<file path="src/common/inval_pkg.sv">
package inval_pkg;

  ////////////////////////////////////////////////////////////////////////////
  // AXI AW channel widths
  ////////////////////////////////////////////////////////////////////////////

  // Byte address
  localparam int unsigned ADDR_WIDTH = 32;
  // Burst length field, burst has len+1 beats
  localparam int unsigned LEN_WIDTH  = 8;
  // Beat size field, 2**size bytes per beat
  localparam int unsigned SIZE_WIDTH = 3;

  // Burst byte span, up to 256 beats of 128 bytes
  localparam int unsigned SPAN_WIDTH = 16;

  ////////////////////////////////////////////////////////////////////////////
  // L1 geometry
  ////////////////////////////////////////////////////////////////////////////

  // Line size, sized to the span arithmetic
  localparam logic [SPAN_WIDTH-1:0] LINE_BYTES = 16'd16;
  localparam int unsigned LINE_OFFSET_BITS = 4;
  // Direct mapped, index is addr[7:4], tag is addr[31:8]
  localparam int unsigned NUM_LINES  = 16;
  localparam int unsigned INDEX_BITS = 4;
  localparam int unsigned TAG_BITS   = ADDR_WIDTH - INDEX_BITS - LINE_OFFSET_BITS;

  // Outstanding AW bursts held for invalidation
  localparam int unsigned MAX_TXNS = 4;

  // One captured AW, 43 bits
  typedef struct packed {
    logic [ADDR_WIDTH-1:0] addr;
    logic [LEN_WIDTH-1:0]  len;
    logic [SIZE_WIDTH-1:0] size;
  } aw_beat_t;

endpackage

</file>
<file path="src/hdl/fifo_fall_through.sv">
module fifo_fall_through #(
  parameter int unsigned DEPTH = 2,
  parameter type         dtype = logic
) (
  input  logic clk_i,
  input  logic rst_ni,
  input  logic push_i,
  input  dtype data_i,
  input  logic pop_i,
  output dtype data_o,
  output logic full_o,
  output logic empty_o
);

  // Storage, payload only
  dtype mem_q [DEPTH];

  logic [$clog2(DEPTH)-1:0] rd_ptr_q, wr_ptr_q;
  logic [$clog2(DEPTH):0]   count_q;

  logic stored_empty;
  logic write_en;
  logic read_en;

  assign stored_empty = (count_q == '0);
  assign full_o       = (count_q == DEPTH);
  // Head is valid in the push cycle when bypassing
  assign empty_o      = stored_empty & ~push_i;

  // Bypassed beat consumed in the same cycle never lands in storage
  assign write_en = push_i & ~(stored_empty & pop_i);
  assign read_en  = pop_i & ~stored_empty;

  // Head selection
  always_comb begin
    data_o = mem_q[rd_ptr_q];
    if (stored_empty) begin
      data_o = data_i;
    end
  end

  // Pointers and fill level
  always_ff @(posedge clk_i or negedge rst_ni) begin
    if (!rst_ni) begin
      rd_ptr_q <= '0;
      wr_ptr_q <= '0;
      count_q  <= '0;
    end else begin
      if (write_en) begin
        wr_ptr_q <= (wr_ptr_q == DEPTH - 1) ? '0 : wr_ptr_q + 1'b1;
      end
      if (read_en) begin
        rd_ptr_q <= (rd_ptr_q == DEPTH - 1) ? '0 : rd_ptr_q + 1'b1;
      end
      if (write_en && !read_en) begin
        count_q <= count_q + 1'b1;
      end else if (read_en && !write_en) begin
        count_q <= count_q - 1'b1;
      end
    end
  end

  always_ff @(posedge clk_i) begin
    if (write_en) begin
      mem_q[wr_ptr_q] <= data_i;
    end
  end

  // Producer and consumer must respect the flags
  assert property (@(posedge clk_i) disable iff (!rst_ni) full_o |-> !push_i);
  assert property (@(posedge clk_i) disable iff (!rst_ni) empty_o |-> !pop_i);

endmodule

</file>
<file path="src/inval_filter/aw_capture.sv">
module aw_capture (
  input  logic                             clk_i,
  input  logic                             rst_ni,
  input  logic                             en_i,
  // Slave side AW
  input  logic                             slv_aw_valid_i,
  input  logic [inval_pkg::ADDR_WIDTH-1:0] slv_aw_addr_i,
  input  logic [inval_pkg::LEN_WIDTH-1:0]  slv_aw_len_i,
  input  logic [inval_pkg::SIZE_WIDTH-1:0] slv_aw_size_i,
  output logic                             slv_aw_ready_o,
  // Master side AW
  output logic                             mst_aw_valid_o,
  output logic [inval_pkg::ADDR_WIDTH-1:0] mst_aw_addr_o,
  output logic [inval_pkg::LEN_WIDTH-1:0]  mst_aw_len_o,
  output logic [inval_pkg::SIZE_WIDTH-1:0] mst_aw_size_o,
  input  logic                             mst_aw_ready_i,
  // Transaction FIFO head
  input  logic                             pop_i,
  output inval_pkg::aw_beat_t              head_beat_o,
  output logic                             head_valid_o
);

  logic                fifo_full;
  logic                fifo_empty;
  logic                aw_push;
  inval_pkg::aw_beat_t aw_beat;

  ////////////////////////////////////////////////////////////////////////////
  // AW pass-through
  ////////////////////////////////////////////////////////////////////////////

  // Stall both directions while no slot is free
  assign mst_aw_valid_o = slv_aw_valid_i & ~fifo_full;
  assign slv_aw_ready_o = mst_aw_ready_i & ~fifo_full;

  assign mst_aw_addr_o = slv_aw_addr_i;
  assign mst_aw_len_o  = slv_aw_len_i;
  assign mst_aw_size_o = slv_aw_size_i;

  ////////////////////////////////////////////////////////////////////////////
  // Capture of accepted bursts
  ////////////////////////////////////////////////////////////////////////////

  // Record only while snooping is on
  assign aw_push = en_i & slv_aw_valid_i & slv_aw_ready_o;

  assign aw_beat.addr = slv_aw_addr_i;
  assign aw_beat.len  = slv_aw_len_i;
  assign aw_beat.size = slv_aw_size_i;

  fifo_fall_through #(
    .DEPTH (inval_pkg::MAX_TXNS),
    .dtype (inval_pkg::aw_beat_t)
  ) i_aw_fifo (
    .clk_i   (clk_i),
    .rst_ni  (rst_ni),
    .push_i  (aw_push),
    .data_i  (aw_beat),
    .pop_i   (pop_i),
    .data_o  (head_beat_o),
    .full_o  (fifo_full),
    .empty_o (fifo_empty)
  );

  assign head_valid_o = ~fifo_empty;

  // Upstream keeps a stalled AW steady
  assert property (@(posedge clk_i) disable iff (!rst_ni)
    (slv_aw_valid_i && !slv_aw_ready_o) |=> (slv_aw_valid_i && $stable(slv_aw_addr_i)));

endmodule

</file>
<file path="src/inval_filter/burst_decode.sv">
module burst_decode (
  input  inval_pkg::aw_beat_t              head_beat_i,
  output logic [inval_pkg::SPAN_WIDTH-1:0] first_offset_o,
  output logic [inval_pkg::SPAN_WIDTH-1:0] span_o,
  output logic                             multi_line_o
);

  // Byte position of the burst start inside its line
  logic [inval_pkg::LINE_OFFSET_BITS-1:0] line_pos;
  logic [inval_pkg::SPAN_WIDTH-1:0]       line_pos_ext;
  // Beat count, len + 1
  logic [inval_pkg::SPAN_WIDTH-1:0]       len_ext;
  logic [inval_pkg::SPAN_WIDTH-1:0]       beats;

  ////////////////////////////////////////////////////////////////////////////
  // First line
  ////////////////////////////////////////////////////////////////////////////

  assign line_pos = head_beat_i.addr[inval_pkg::LINE_OFFSET_BITS-1:0];

  assign line_pos_ext = {
    {(inval_pkg::SPAN_WIDTH - inval_pkg::LINE_OFFSET_BITS){1'b0}},
    line_pos
  };

  // Distance from start to the next line boundary
  // Full line when aligned
  assign first_offset_o = inval_pkg::LINE_BYTES - line_pos_ext;

  ////////////////////////////////////////////////////////////////////////////
  // Burst span
  ////////////////////////////////////////////////////////////////////////////

  assign len_ext = {
    {(inval_pkg::SPAN_WIDTH - inval_pkg::LEN_WIDTH){1'b0}},
    head_beat_i.len
  };

  assign beats = len_ext + 1'b1;

  // Bytes covered, beats scaled by beat size
  // Worst case 256 x 128 still fits
  assign span_o = beats << head_beat_i.size;

  // Burst reaches past its first line
  assign multi_line_o = (first_offset_o < span_o);

endmodule

</file>
<file path="src/inval_filter/line_walker.sv">
module line_walker (
  input  logic                             clk_i,
  input  logic                             rst_ni,
  input  logic                             head_valid_i,
  input  logic [inval_pkg::ADDR_WIDTH-1:0] head_addr_i,
  input  logic [inval_pkg::SPAN_WIDTH-1:0] first_offset_i,
  input  logic [inval_pkg::SPAN_WIDTH-1:0] span_i,
  input  logic                             multi_line_i,
  input  logic                             inval_ready_i,
  output logic                             inval_valid_o,
  output logic [inval_pkg::ADDR_WIDTH-1:0] inval_addr_o,
  output logic                             pop_o,
  output logic                             idle_o
);

  typedef enum logic {
    Idle,
    Invalidating
  } state_e;

  state_e state_d, state_q;

  // Byte offset of the current line from the burst start
  logic [inval_pkg::SPAN_WIDTH-1:0] offset_d, offset_q;
  logic [inval_pkg::SPAN_WIDTH-1:0] offset_next;
  logic [inval_pkg::ADDR_WIDTH-1:0] offset_ext;
  logic                             accept;

  ////////////////////////////////////////////////////////////////////////////
  // Request
  ////////////////////////////////////////////////////////////////////////////

  assign offset_ext = {{(inval_pkg::ADDR_WIDTH - inval_pkg::SPAN_WIDTH){1'b0}}, offset_q};

  // Live as soon as the FIFO head shows up
  assign inval_valid_o = head_valid_i;
  assign inval_addr_o  = head_addr_i + offset_ext;
  assign accept        = inval_valid_o & inval_ready_i;

  // Nothing queued and nothing in flight
  assign idle_o = (state_q == Idle) & ~head_valid_i;

  assign offset_next = offset_q + inval_pkg::LINE_BYTES;

  ////////////////////////////////////////////////////////////////////////////
  // Walker FSM
  ////////////////////////////////////////////////////////////////////////////

  always_comb begin
    state_d  = state_q;
    offset_d = offset_q;
    pop_o    = 1'b0;

    unique case (state_q)
      Idle: begin
        if (accept) begin
          // First line done, more to go
          if (multi_line_i) begin
            state_d  = Invalidating;
            offset_d = first_offset_i;
          end else begin
            pop_o = 1'b1;
          end
        end
      end

      Invalidating: begin
        if (accept) begin
          offset_d = offset_next;
          // Last line covered
          if (offset_next >= span_i) begin
            state_d  = Idle;
            offset_d = '0;
            pop_o    = 1'b1;
          end
        end
      end

      default: state_d = Idle;
    endcase
  end

  always_ff @(posedge clk_i or negedge rst_ni) begin
    if (!rst_ni) begin
      state_q  <= Idle;
      offset_q <= '0;
    end else begin
      state_q  <= state_d;
      offset_q <= offset_d;
    end
  end

  // Request held under back-pressure
  assert property (@(posedge clk_i) disable iff (!rst_ni)
    (inval_valid_o && !inval_ready_i) |=> (inval_valid_o && $stable(inval_addr_o)));

endmodule

</file>
<file path="src/hdl/l1_line_store.sv">
module l1_line_store (
  input  logic                             clk_i,
  input  logic                             rst_ni,
  // Line fill, no handshake
  input  logic                             fill_valid_i,
  input  logic [inval_pkg::ADDR_WIDTH-1:0] fill_addr_i,
  // Invalidation requests
  input  logic                             inval_valid_i,
  input  logic [inval_pkg::ADDR_WIDTH-1:0] inval_addr_i,
  output logic                             inval_ready_o,
  // Lookup
  input  logic [inval_pkg::ADDR_WIDTH-1:0] lookup_addr_i,
  output logic                             lookup_hit_o
);

  logic [inval_pkg::NUM_LINES-1:0] valid_q;
  logic [inval_pkg::TAG_BITS-1:0]  tag_q [inval_pkg::NUM_LINES];

  logic [inval_pkg::INDEX_BITS-1:0] fill_idx, inval_idx, lookup_idx;
  logic [inval_pkg::TAG_BITS-1:0]   fill_tag, inval_tag, lookup_tag;
  logic                             inval_accept;

  // Address split
  assign fill_idx   = fill_addr_i[inval_pkg::LINE_OFFSET_BITS +: inval_pkg::INDEX_BITS];
  assign inval_idx  = inval_addr_i[inval_pkg::LINE_OFFSET_BITS +: inval_pkg::INDEX_BITS];
  assign lookup_idx = lookup_addr_i[inval_pkg::LINE_OFFSET_BITS +: inval_pkg::INDEX_BITS];
  assign fill_tag   = fill_addr_i[inval_pkg::ADDR_WIDTH-1 -: inval_pkg::TAG_BITS];
  assign inval_tag  = inval_addr_i[inval_pkg::ADDR_WIDTH-1 -: inval_pkg::TAG_BITS];
  assign lookup_tag = lookup_addr_i[inval_pkg::ADDR_WIDTH-1 -: inval_pkg::TAG_BITS];

  // Fill wins the array port
  assign inval_ready_o = ~fill_valid_i;
  assign inval_accept  = inval_valid_i & inval_ready_o;

  ////////////////////////////////////////////////////////////////////////////
  // Valid and tag arrays
  ////////////////////////////////////////////////////////////////////////////

  always_ff @(posedge clk_i or negedge rst_ni) begin
    if (!rst_ni) begin
      valid_q <= '0;
    end else if (fill_valid_i) begin
      valid_q[fill_idx] <= 1'b1;
    end else if (inval_accept && (tag_q[inval_idx] == inval_tag)) begin
      // Other tags at this index stay resident
      valid_q[inval_idx] <= 1'b0;
    end
  end

  always_ff @(posedge clk_i) begin
    if (fill_valid_i) begin
      tag_q[fill_idx] <= fill_tag;
    end
  end

  // Hit on valid line with matching tag
  assign lookup_hit_o = valid_q[lookup_idx] & (tag_q[lookup_idx] == lookup_tag);

  // Requests and fills arrive with a known address
  assert property (@(posedge clk_i) disable iff (!rst_ni)
    inval_valid_i |-> !$isunknown(inval_addr_i));
  assert property (@(posedge clk_i) disable iff (!rst_ni)
    fill_valid_i |-> !$isunknown(fill_addr_i));

endmodule

</file>
<file path="src/hdl/inval_filter_top.sv">
module inval_filter_top (
  input  logic                             clk_i,
  input  logic                             rst_ni,
  input  logic                             en_i,
  // AW from the master
  input  logic                             slv_aw_valid_i,
  input  logic [inval_pkg::ADDR_WIDTH-1:0] slv_aw_addr_i,
  input  logic [inval_pkg::LEN_WIDTH-1:0]  slv_aw_len_i,
  input  logic [inval_pkg::SIZE_WIDTH-1:0] slv_aw_size_i,
  output logic                             slv_aw_ready_o,
  // AW toward the slave
  output logic                             mst_aw_valid_o,
  output logic [inval_pkg::ADDR_WIDTH-1:0] mst_aw_addr_o,
  output logic [inval_pkg::LEN_WIDTH-1:0]  mst_aw_len_o,
  output logic [inval_pkg::SIZE_WIDTH-1:0] mst_aw_size_o,
  input  logic                             mst_aw_ready_i,
  // L1 side
  input  logic                             fill_valid_i,
  input  logic [inval_pkg::ADDR_WIDTH-1:0] fill_addr_i,
  input  logic [inval_pkg::ADDR_WIDTH-1:0] lookup_addr_i,
  output logic                             lookup_hit_o,
  output logic                             inval_idle_o
);

  inval_pkg::aw_beat_t              head_beat;
  logic                             head_valid;
  logic                             pop;
  logic [inval_pkg::SPAN_WIDTH-1:0] first_offset;
  logic [inval_pkg::SPAN_WIDTH-1:0] span;
  logic                             multi_line;
  logic                             inval_valid;
  logic                             inval_ready;
  logic [inval_pkg::ADDR_WIDTH-1:0] inval_addr;

  aw_capture i_aw_capture (
    .clk_i          (clk_i),
    .rst_ni         (rst_ni),
    .en_i           (en_i),
    .slv_aw_valid_i (slv_aw_valid_i),
    .slv_aw_addr_i  (slv_aw_addr_i),
    .slv_aw_len_i   (slv_aw_len_i),
    .slv_aw_size_i  (slv_aw_size_i),
    .slv_aw_ready_o (slv_aw_ready_o),
    .mst_aw_valid_o (mst_aw_valid_o),
    .mst_aw_addr_o  (mst_aw_addr_o),
    .mst_aw_len_o   (mst_aw_len_o),
    .mst_aw_size_o  (mst_aw_size_o),
    .mst_aw_ready_i (mst_aw_ready_i),
    .pop_i          (pop),
    .head_beat_o    (head_beat),
    .head_valid_o   (head_valid)
  );

  burst_decode i_burst_decode (
    .head_beat_i    (head_beat),
    .first_offset_o (first_offset),
    .span_o         (span),
    .multi_line_o   (multi_line)
  );

  line_walker i_line_walker (
    .clk_i          (clk_i),
    .rst_ni         (rst_ni),
    .head_valid_i   (head_valid),
    .head_addr_i    (head_beat.addr),
    .first_offset_i (first_offset),
    .span_i         (span),
    .multi_line_i   (multi_line),
    .inval_ready_i  (inval_ready),
    .inval_valid_o  (inval_valid),
    .inval_addr_o   (inval_addr),
    .pop_o          (pop),
    .idle_o         (inval_idle_o)
  );

  l1_line_store i_l1_line_store (
    .clk_i         (clk_i),
    .rst_ni        (rst_ni),
    .fill_valid_i  (fill_valid_i),
    .fill_addr_i   (fill_addr_i),
    .inval_valid_i (inval_valid),
    .inval_addr_i  (inval_addr),
    .inval_ready_o (inval_ready),
    .lookup_addr_i (lookup_addr_i),
    .lookup_hit_o  (lookup_hit_o)
  );

endmodule

</file>
<file path="config.mk">
export PLATFORM = sky130hd
export DESIGN_NAME = inval_filter_top
export DESIGN_NICKNAME = d
export VERILOG_FILES = /design/src/common/inval_pkg.sv /design/src/hdl/fifo_fall_through.sv /design/src/inval_filter/aw_capture.sv /design/src/inval_filter/burst_decode.sv /design/src/inval_filter/line_walker.sv /design/src/hdl/l1_line_store.sv /design/src/hdl/inval_filter_top.sv
export SDC_FILE = /design/constraint.sdc
export NUM_CORES = 1
export LEC_CHECK = 0
export BUFFER_PORTS_ARGS = -buffer_cell sky130_fd_sc_hd__buf_2
export CORE_MARGIN = 2
export CORE_UTILIZATION = 25
export DETAILED_ROUTE_END_ITERATION = 10
export SLEW_MARGIN = 20
export SYNTH_ARGS = -nofsm -noshare
export SYNTH_HDL_FRONTEND = slang
export SYNTH_SLANG_ARGS = --single-unit
</file>
<file path="constraint.sdc">
create_clock -name clk_i -period 9.5 [get_ports clk_i]
set_input_delay 0.95 -clock clk_i [delete_from_list [all_inputs] [get_ports clk_i]]
set_output_delay 0.95 -clock clk_i [all_outputs]
set_load 0.05 [all_outputs]
</file>
==> implementation parameters, run 1 <==
Parameter                              Value

Route
  WL/cell ... 23.8 um
  Via density ... 5.24
  Vias post-DR ... 21100
  Initial detailed-routing violation count ... 2596
  Post-route DRC ... 0
  Detailed Routing Iterations Pass 1 ... 5
  Post-DRT Antenna Nets ... 0
  Total wire length after detailed routing ... 95600 um

Placement
  Worst-case setup slack after placement ... 2350 ps
  Last weighted congestion value of the routability-driven placer ... 0.838
  Half-perimeter wire length after detailed placement ... approximately 63000 um
  Placed cell areas ... 34100 sq um
  Number of port buffers ... 151

Setup path
  Max stage delay on crit path ... 840 ps
  Critical Path End Type ... flip-flop
  Critical R2R Capture ... i_l1_line_store.valid_q[5]
  Slack of the worst reg-to-reg path ... 2250 ps
  Type of the setup path with the least slack ... flip-flop to flip-flop
  Crit path required time ... 9970 ps
  Critical Path Start Type ... flip-flop
  Crit path arrival time ... 7720 ps
  FF-to-FF Start ... i_aw_capture.i_aw_fifo.count_q[2]
  Critical Path, Cell by Cell ... or3_2 > nand2_1 > nand2_1 > ha_1 > buf_4 > and2_1 > nand4_1 > nand3_1 > xor2_4 > and2_1 > a32oi_1 > nand3_1 > o221ai_1 > o21ai_0 > nand4_1 > nor4_4 > a41oi_1
  Cell family contributing the most delay on the critical path ... simple AND/OR/NAND/NOR gates
  Library cell contributing the largest single delay on the critical path ... sky130_fd_sc_hd__nor4_4
  Worst setup path startpoint ... i_aw_capture.i_aw_fifo.count_q[2]
  Buffers plus inverters on the worst setup path ... 1
  Count of cells along the worst register-to-register path ... 17
  Crit path max fanout ... 55

Yosys
  Syn Inst Count ... 2217
  Sequential fraction of the synthesis area ... 0.562
  Syn. warnings ... 0
  Post-Syn Nets ... about 2400
  FF+latch count, synth ... 596
  Compound-cell area share of the yosys netlist ... 0.0742
  Main combinational cell family by area after synthesis ... multiplexers
  Simple-Gate Fraction of Synth Area ... 0.0917
  Mux share of post-synthesis cell area ... 0.197
  Post-Syn Area ... 31500 sq um
  Top cell type by total area after synthesis ... sky130_fd_sc_hd__edfxtp_1
  Area share of xor/xnor cells in the synthesized design ... 0.0247
  Ranking of synthesized cells by area ... sky130_fd_sc_hd__edfxtp_1 (53%), sky130_fd_sc_hd__mux4_2 (14%), sky130_fd_sc_hd__mux2i_1 (4.3%), sky130_fd_sc_hd__dfrtp_1 (3.2%), sky130_fd_sc_hd__nand2_1 (2.8%)
  Share of flip-flops with an asynchronous set or reset after synthesis ... 0.0671
  Post-synth EDFFs ... 556
  Average instance area after synthesis ... 14.2 sq um
  Top FF cell, synth ... sky130_fd_sc_hd__edfxtp_1
  Number of distinct library cells after synthesis ... 78
  Adder-Cell Fraction of Synth Area ... 0.0181
  Share of Yosys cell area claimed by the top area cell type ... 0.530

CTS
  Post-CTS Hold Buffers ... 0
  Clock slew at reported path FFs ... 60 ps
  CTS-repair resized insts ... 0
  Insertion delay to the later sink of the worst-skew pair ... 670 ps
  Number of buffers inserted to repair setup after CTS ... 0
  H-tree lvl count ... 2
  TritonCTS buffer count ... 59
  Library cell used as clock root buffer ... sky130_fd_sc_hd__clkbuf_16
  CTS tree ... done
  CTS sink cnt ... 596
  Max clock buf depth ... 3

Timing
  Min Tclk post-route ... between 7000 and 8000 ps
  Worst slew margin ... 0.229
  Final number of setup-violating endpoints ... 0
  Unrepaired setup endpoints after global routing ... no
  Slew Viols, Final ... 0
  Final clock skew ... 41.7 ps
  Max Clock Freq ... 138 MHz
  Crit path setup slack, layout ... 2250 ps
  Total Neg Setup Slack ... 0 ps
  Tcrit/Tclk final ... 0.763
  Final Hold Fails ... 0
  Slew at the pin closest to its max-slew limit ... 1150 ps

GRT
  Total routing usage reported by global routing ... 0.144
  Pin count of the biggest net entering global routing ... a little over 60
  Congestion Overflow GR ... 0
  Wire length of the first global-routing pass ... approximately 140000 um
  Number of global-route vias before repair ... around 20000
  Antenna violations before repair ... 21

Floorplanning
  Initial standard-cell utilization of the core ... 0.251
  Floorplan Core Area ... 125000 sq um
  Die Span Y ... roughly 360 um
  Top-level I/O count ... between 150 and 200
  Die width ... about 360 um
  Number of placement rows ... 130
  Die area ... about 130000 sq um

Layout
  Top library cells by usage in the layout, fill and taps aside ... sky130_fd_sc_hd__edfxtp_1 (556), sky130_fd_sc_hd__nand2_1 (236), sky130_fd_sc_hd__mux4_2 (202)
  Total number of nets in the final design ... around 2500
  Ratio of cells with drive above 1 in the final layout ... 0.245
  Post-route cell area ... 36000 sq um
  Leading cell type in the layout, fill and taps excluded ... sky130_fd_sc_hd__edfxtp_1
  Area delta synth->final ... 14.4%
  Final core occ ... 0.288

Status
  Status ... completed

Min path
  Class of the tightest hold or removal check ... input pin to asynchronous set/reset pin

Run
  Number of max-cap violations ... 0
-- metrics by stage --
stage,std cells,hold WS [ps]
5_1_grt,4017,426
2_1_floorplan,2217,489
3_3_place_gp,3907,525
4_1_cts,4017,375
6_report,4023,389
3_5_place_dp,3907,535
-- state kept, by name (all words and copies together), names as in the netlist --
signal,flops
i_aw_capture.i_aw_fifo.count_q,3
i_aw_capture.i_aw_fifo.mem_q,172
i_aw_capture.i_aw_fifo.rd_ptr_q,2
i_aw_capture.i_aw_fifo.wr_ptr_q,2
i_l1_line_store.tag_q,384
i_l1_line_store.valid_q,16
i_line_walker.offset_q,16
i_line_walker.state_q,1
-- logic make-up after synthesis --
logic type               Yosys count
XOR/XNOR                          87
adder cells (fa/ha/maj)           45
multiplexers                     362
buffers and inverters            204
flip-flops                       596
AO/OA/AOI/OAI                    320
AND/OR/NAND/NOR                  603
-- per-layer routing --
metal	global-route usage	wire length, um
met5	0	60
met4	0.0362	2270
met3	0.0220	9440
met2	0.224	43400
met1	0.211	40500
-- area by class of cell --
cell class	count	area, sq um
fillers	12600	89200
clock inverters	42	379
flip-flops and latches	596	17700
clock buffers	68	1510
well taps	1650	2060
multi-input cells	1417	13000
diodes	6	15.0
repair buffers	220	1290
inverters	24	90.1
-- cell usage after synthesis, drive strengths merged (9+ instances only) --
library cell	number
edfxtp	556
nand2	236
mux4	202
mux2i	136
buf	109
nor2	100
clkbuf	71
nand3	69
a21oi	54
a221oi	52
ha	44
xor2	44
xnor2	42
dfrtp	40
o21ai	38
nor3	37
and3	31
nand4	26
inv	24
mux2	24
nand2b	23
a31oi	20
o22ai	19
a21o	18
and2	12
nor2b	12
nor4	12
nand3b	11
or3	11
a22oi	10
o32ai	9
-- worst max path at each step --
stage,end,slack [ps],cells after the start
after global routing,i_l1_line_store.valid_q[5],1870,17
after CTS,i_l1_line_store.valid_q[5],2350,16
after detailed placement,i_l1_line_store.valid_q[5],2350,16
final,i_l1_line_store.valid_q[5],2250,17
after floorplan,i_aw_capture.i_aw_fifo.mem_q[3][0],2720,27
after global placement,i_aw_capture.i_aw_fifo.mem_q[1][23],2430,20
Power of run 1 is left out: the tool's default activity adds up to more than one toggle a clock period on the data nets, which glitch-free logic cannot reach.
==> run 2: changes to the inputs <==
==> constraint.sdc (replaced) <==
create_clock -name clk_i -period 6.21 [get_ports clk_i]
set_input_delay 0.621 -clock clk_i [delete_from_list [all_inputs] [get_ports clk_i]]
set_output_delay 0.621 -clock clk_i [all_outputs]
set_load 0.05 [all_outputs]
==> implementation parameters, run 2 (synthesis gave the netlist of run 1 again) <==
Parameter                              Value

Status
  Status ... completed (unchanged)

Floorplanning
  Die area ... 129000 sq um (unchanged)
  Die width ... 359 um (unchanged)
  Die Span Y ... 359 um (unchanged)
  Floorplan Core Area ... 125000 sq um (unchanged)
  Number of placement rows ... 130 (unchanged)
  Initial standard-cell utilization of the core ... 0.251 (unchanged)
  Top-level I/O count ... 160 (unchanged)

Timing
  Final number of setup-violating endpoints ... 0 (unchanged)
  Worst slew margin ... 0.184 (was 0.229)
  Total Neg Setup Slack ... 0 ps (unchanged)
  Min Tclk post-route ... 6010 ps (was 7250 ps)
  Tcrit/Tclk final ... 0.968 (was 0.763)
  Crit path setup slack, layout ... 201 ps (was 2250 ps)
  Max Clock Freq ... 166 MHz (was 138 MHz)
  Slew Viols, Final ... 0 (unchanged)
  Unrepaired setup endpoints after global routing ... no (unchanged)
  Final clock skew ... 56.2 ps (was 41.7 ps)
  Slew at the pin closest to its max-slew limit ... 1190 ps (was 1150 ps)
  Final Hold Fails ... 0 (unchanged)

Layout
  Leading cell type in the layout, fill and taps excluded ... sky130_fd_sc_hd__edfxtp_1 (unchanged)
  Area delta synth->final ... 16.0% (was 14.4%)
  Max FFs per register ... 384 (unchanged)
  Ratio of cells with drive above 1 in the final layout ... 0.257 (was 0.245)
  Final core occ ... 0.292 (was 0.288)
  Register with the most flip-flops ... i_l1_line_store.tag_q (unchanged)
  Biggest registers after layout ... i_l1_line_store.tag_q (384), i_aw_capture.i_aw_fifo.mem_q (172) (unchanged)
  Top library cells by usage in the layout, fill and taps aside ... sky130_fd_sc_hd__edfxtp_1 (556), sky130_fd_sc_hd__nand2_1 (236), sky130_fd_sc_hd__mux4_2 (202) (unchanged)
  Total number of nets in the final design ... 2512 (was 2476)

Route
  Via density ... 5.20 (was 5.24)
  Initial detailed-routing violation count ... 2504 (was 2596)
  Post-route DRC ... 0 (unchanged)
  Post-DRT Antenna Nets ... 0 (unchanged)
  Total wire length after detailed routing ... 97300 um (was 95600 um)
  Detailed Routing Iterations Pass 1 ... 8 (was 5)
  WL/cell ... 24.0 um (was 23.8 um)
  Vias post-DR ... 21100 (about the same)

CTS
  Insertion delay to the later sink of the worst-skew pair ... 690 ps (was 670 ps)
  TritonCTS buffer count ... 59 (unchanged)
  CTS sink cnt ... 596 (unchanged)
  Number of buffers inserted to repair setup after CTS ... 0 (unchanged)
  H-tree lvl count ... 2 (unchanged)
  Clock slew at reported path FFs ... 70 ps (was 60 ps)
  Library cell used as clock root buffer ... sky130_fd_sc_hd__clkbuf_16 (unchanged)
  Max clock buf depth ... 3 (unchanged)
  CTS tree ... done (unchanged)

Placement
  Number of port buffers ... 151 (unchanged)
  Last weighted congestion value of the routability-driven placer ... 0.887 (was 0.838)
  Worst-case setup slack after placement ... 194 ps (was 2350 ps)
  Half-perimeter wire length after detailed placement ... 63500 um (was 62600 um)

GRT
  Congestion Overflow GR ... 0 (unchanged)
  Number of global-route vias before repair ... 20400 (was 20200)
  Wire length of the first global-routing pass ... 142000 um (was 139000 um)
  Antenna violations before repair ... 18 (was 21)
  Total routing usage reported by global routing ... 0.147 (was 0.144)
  Pin count of the biggest net entering global routing ... 57 (was 61)

Setup path
  Crit path max fanout ... 16 (was 55)
  Critical Path Start Type ... flip-flop (unchanged)
  Crit path arrival time ... 6480 ps (was 7720 ps)
  Type of the setup path with the least slack ... flip-flop to flip-flop (unchanged)
  Critical Path End Type ... flip-flop (unchanged)
  Crit path required time ... 6680 ps (was 9970 ps)

Run
  Number of max-cap violations ... 0 (unchanged)

Min path
  Class of the tightest hold or removal check ... input pin to flip-flop (was input pin to asynchronous set/reset pin)
-- run 2: cell count changes in the layout (fill, tap and decap cells not counted), sizes merged --
cell | before | now
buf | 220 | 255
bufinv | 4 | 9
clkbuf | 68 | 71
clkinv | 31 | 25
clkinvlp | 5 | 1
dlygate4sd3 | 0 | 1
inv | 26 | 25
-- run 2: per-layer routing --
| metal | share of wire | vias up | global-route usage |
|---|---|---|---|
| met5 | 0.0011 | - | 0 |
| met3 | 0.097 | 158 | 0.0349 |
| met2 | 0.46 | 955 | 0.232 |
| li1 | - | 9083 | - |
| met1 | 0.42 | 10900 | 0.203 |
| met4 | 0.023 | 16 | 0.0336 |
-- run 2: path summary, 6_finish.rpt --
check / startpoint / end / slack [ps] / cells past startpoint
min in group asynchronous: rst_ni / i_l1_line_store.valid_q[7] / 500 / 2
min: slv_aw_len_i[5] / i_aw_capture.i_aw_fifo.mem_q[2][8] / 230 / 1
max reg2reg: i_aw_capture.i_aw_fifo.count_q[1] / i_l1_line_store.valid_q[4] / 200 / 18
min reg2reg: i_l1_line_store.valid_q[12] / i_l1_line_store.valid_q[12] / 550 / 2
max: i_aw_capture.i_aw_fifo.count_q[1] / i_l1_line_store.valid_q[4] / 200 / 18
max in group asynchronous: rst_ni / i_aw_capture.i_aw_fifo.rd_ptr_q[0] / 5230 / 2
-- run 2: worst max-delay path, cell delays in order (launching register included) --
cell                       delay, ps
sky130_fd_sc_hd__dfrtp_1         440
sky130_fd_sc_hd__or3_2           620
sky130_fd_sc_hd__mux2i_2         430
sky130_fd_sc_hd__inv_1            90
sky130_fd_sc_hd__ha_1            340
sky130_fd_sc_hd__a21oi_1         390
sky130_fd_sc_hd__o32a_4          300
sky130_fd_sc_hd__nand3_1          80
sky130_fd_sc_hd__buf_4           200
sky130_fd_sc_hd__xor2_4          490
sky130_fd_sc_hd__buf_4           300
sky130_fd_sc_hd__mux4_2          530
sky130_fd_sc_hd__a211oi_1        360
sky130_fd_sc_hd__xnor2_1         120
sky130_fd_sc_hd__nor4_1          250
sky130_fd_sc_hd__nand4_1         180
sky130_fd_sc_hd__nor4_4          360
sky130_fd_sc_hd__buf_12          190
sky130_fd_sc_hd__a41oi_1         130
-- run 2: per-stage QoR --
step / cell area (sq um) / hold WS [ps] / cells
final: 36500 / 229 / 4056
after global routing: 36500 / 233 / 4051
after CTS: 36500 / 144 / 4049
after detailed placement: 34500 / 540 / 3942
after global placement: 34500 / 525 / 3942
after floorplan: 31500 / 325 / 2217
-- run 2: what timing repair did --
item                                   CTS  global route
setup endpoints to repair                0            16
gates resized for setup                  0             2
hold buffers                             0             1
endpoints found under the hold margin    0             4
-- run 2: final cells by class --
type                    count  area [sq um]
fillers                 12500         88700
flip-flops and latches    596         17700
multi-input cells        1417         13000
well taps                1650          2060
repair buffers            256          1690
clock buffers              71          1530
clock inverters            36           474
inverters                  24          90.1
diodes                      6          15.0
Power of run 2 is left out for the same reason.
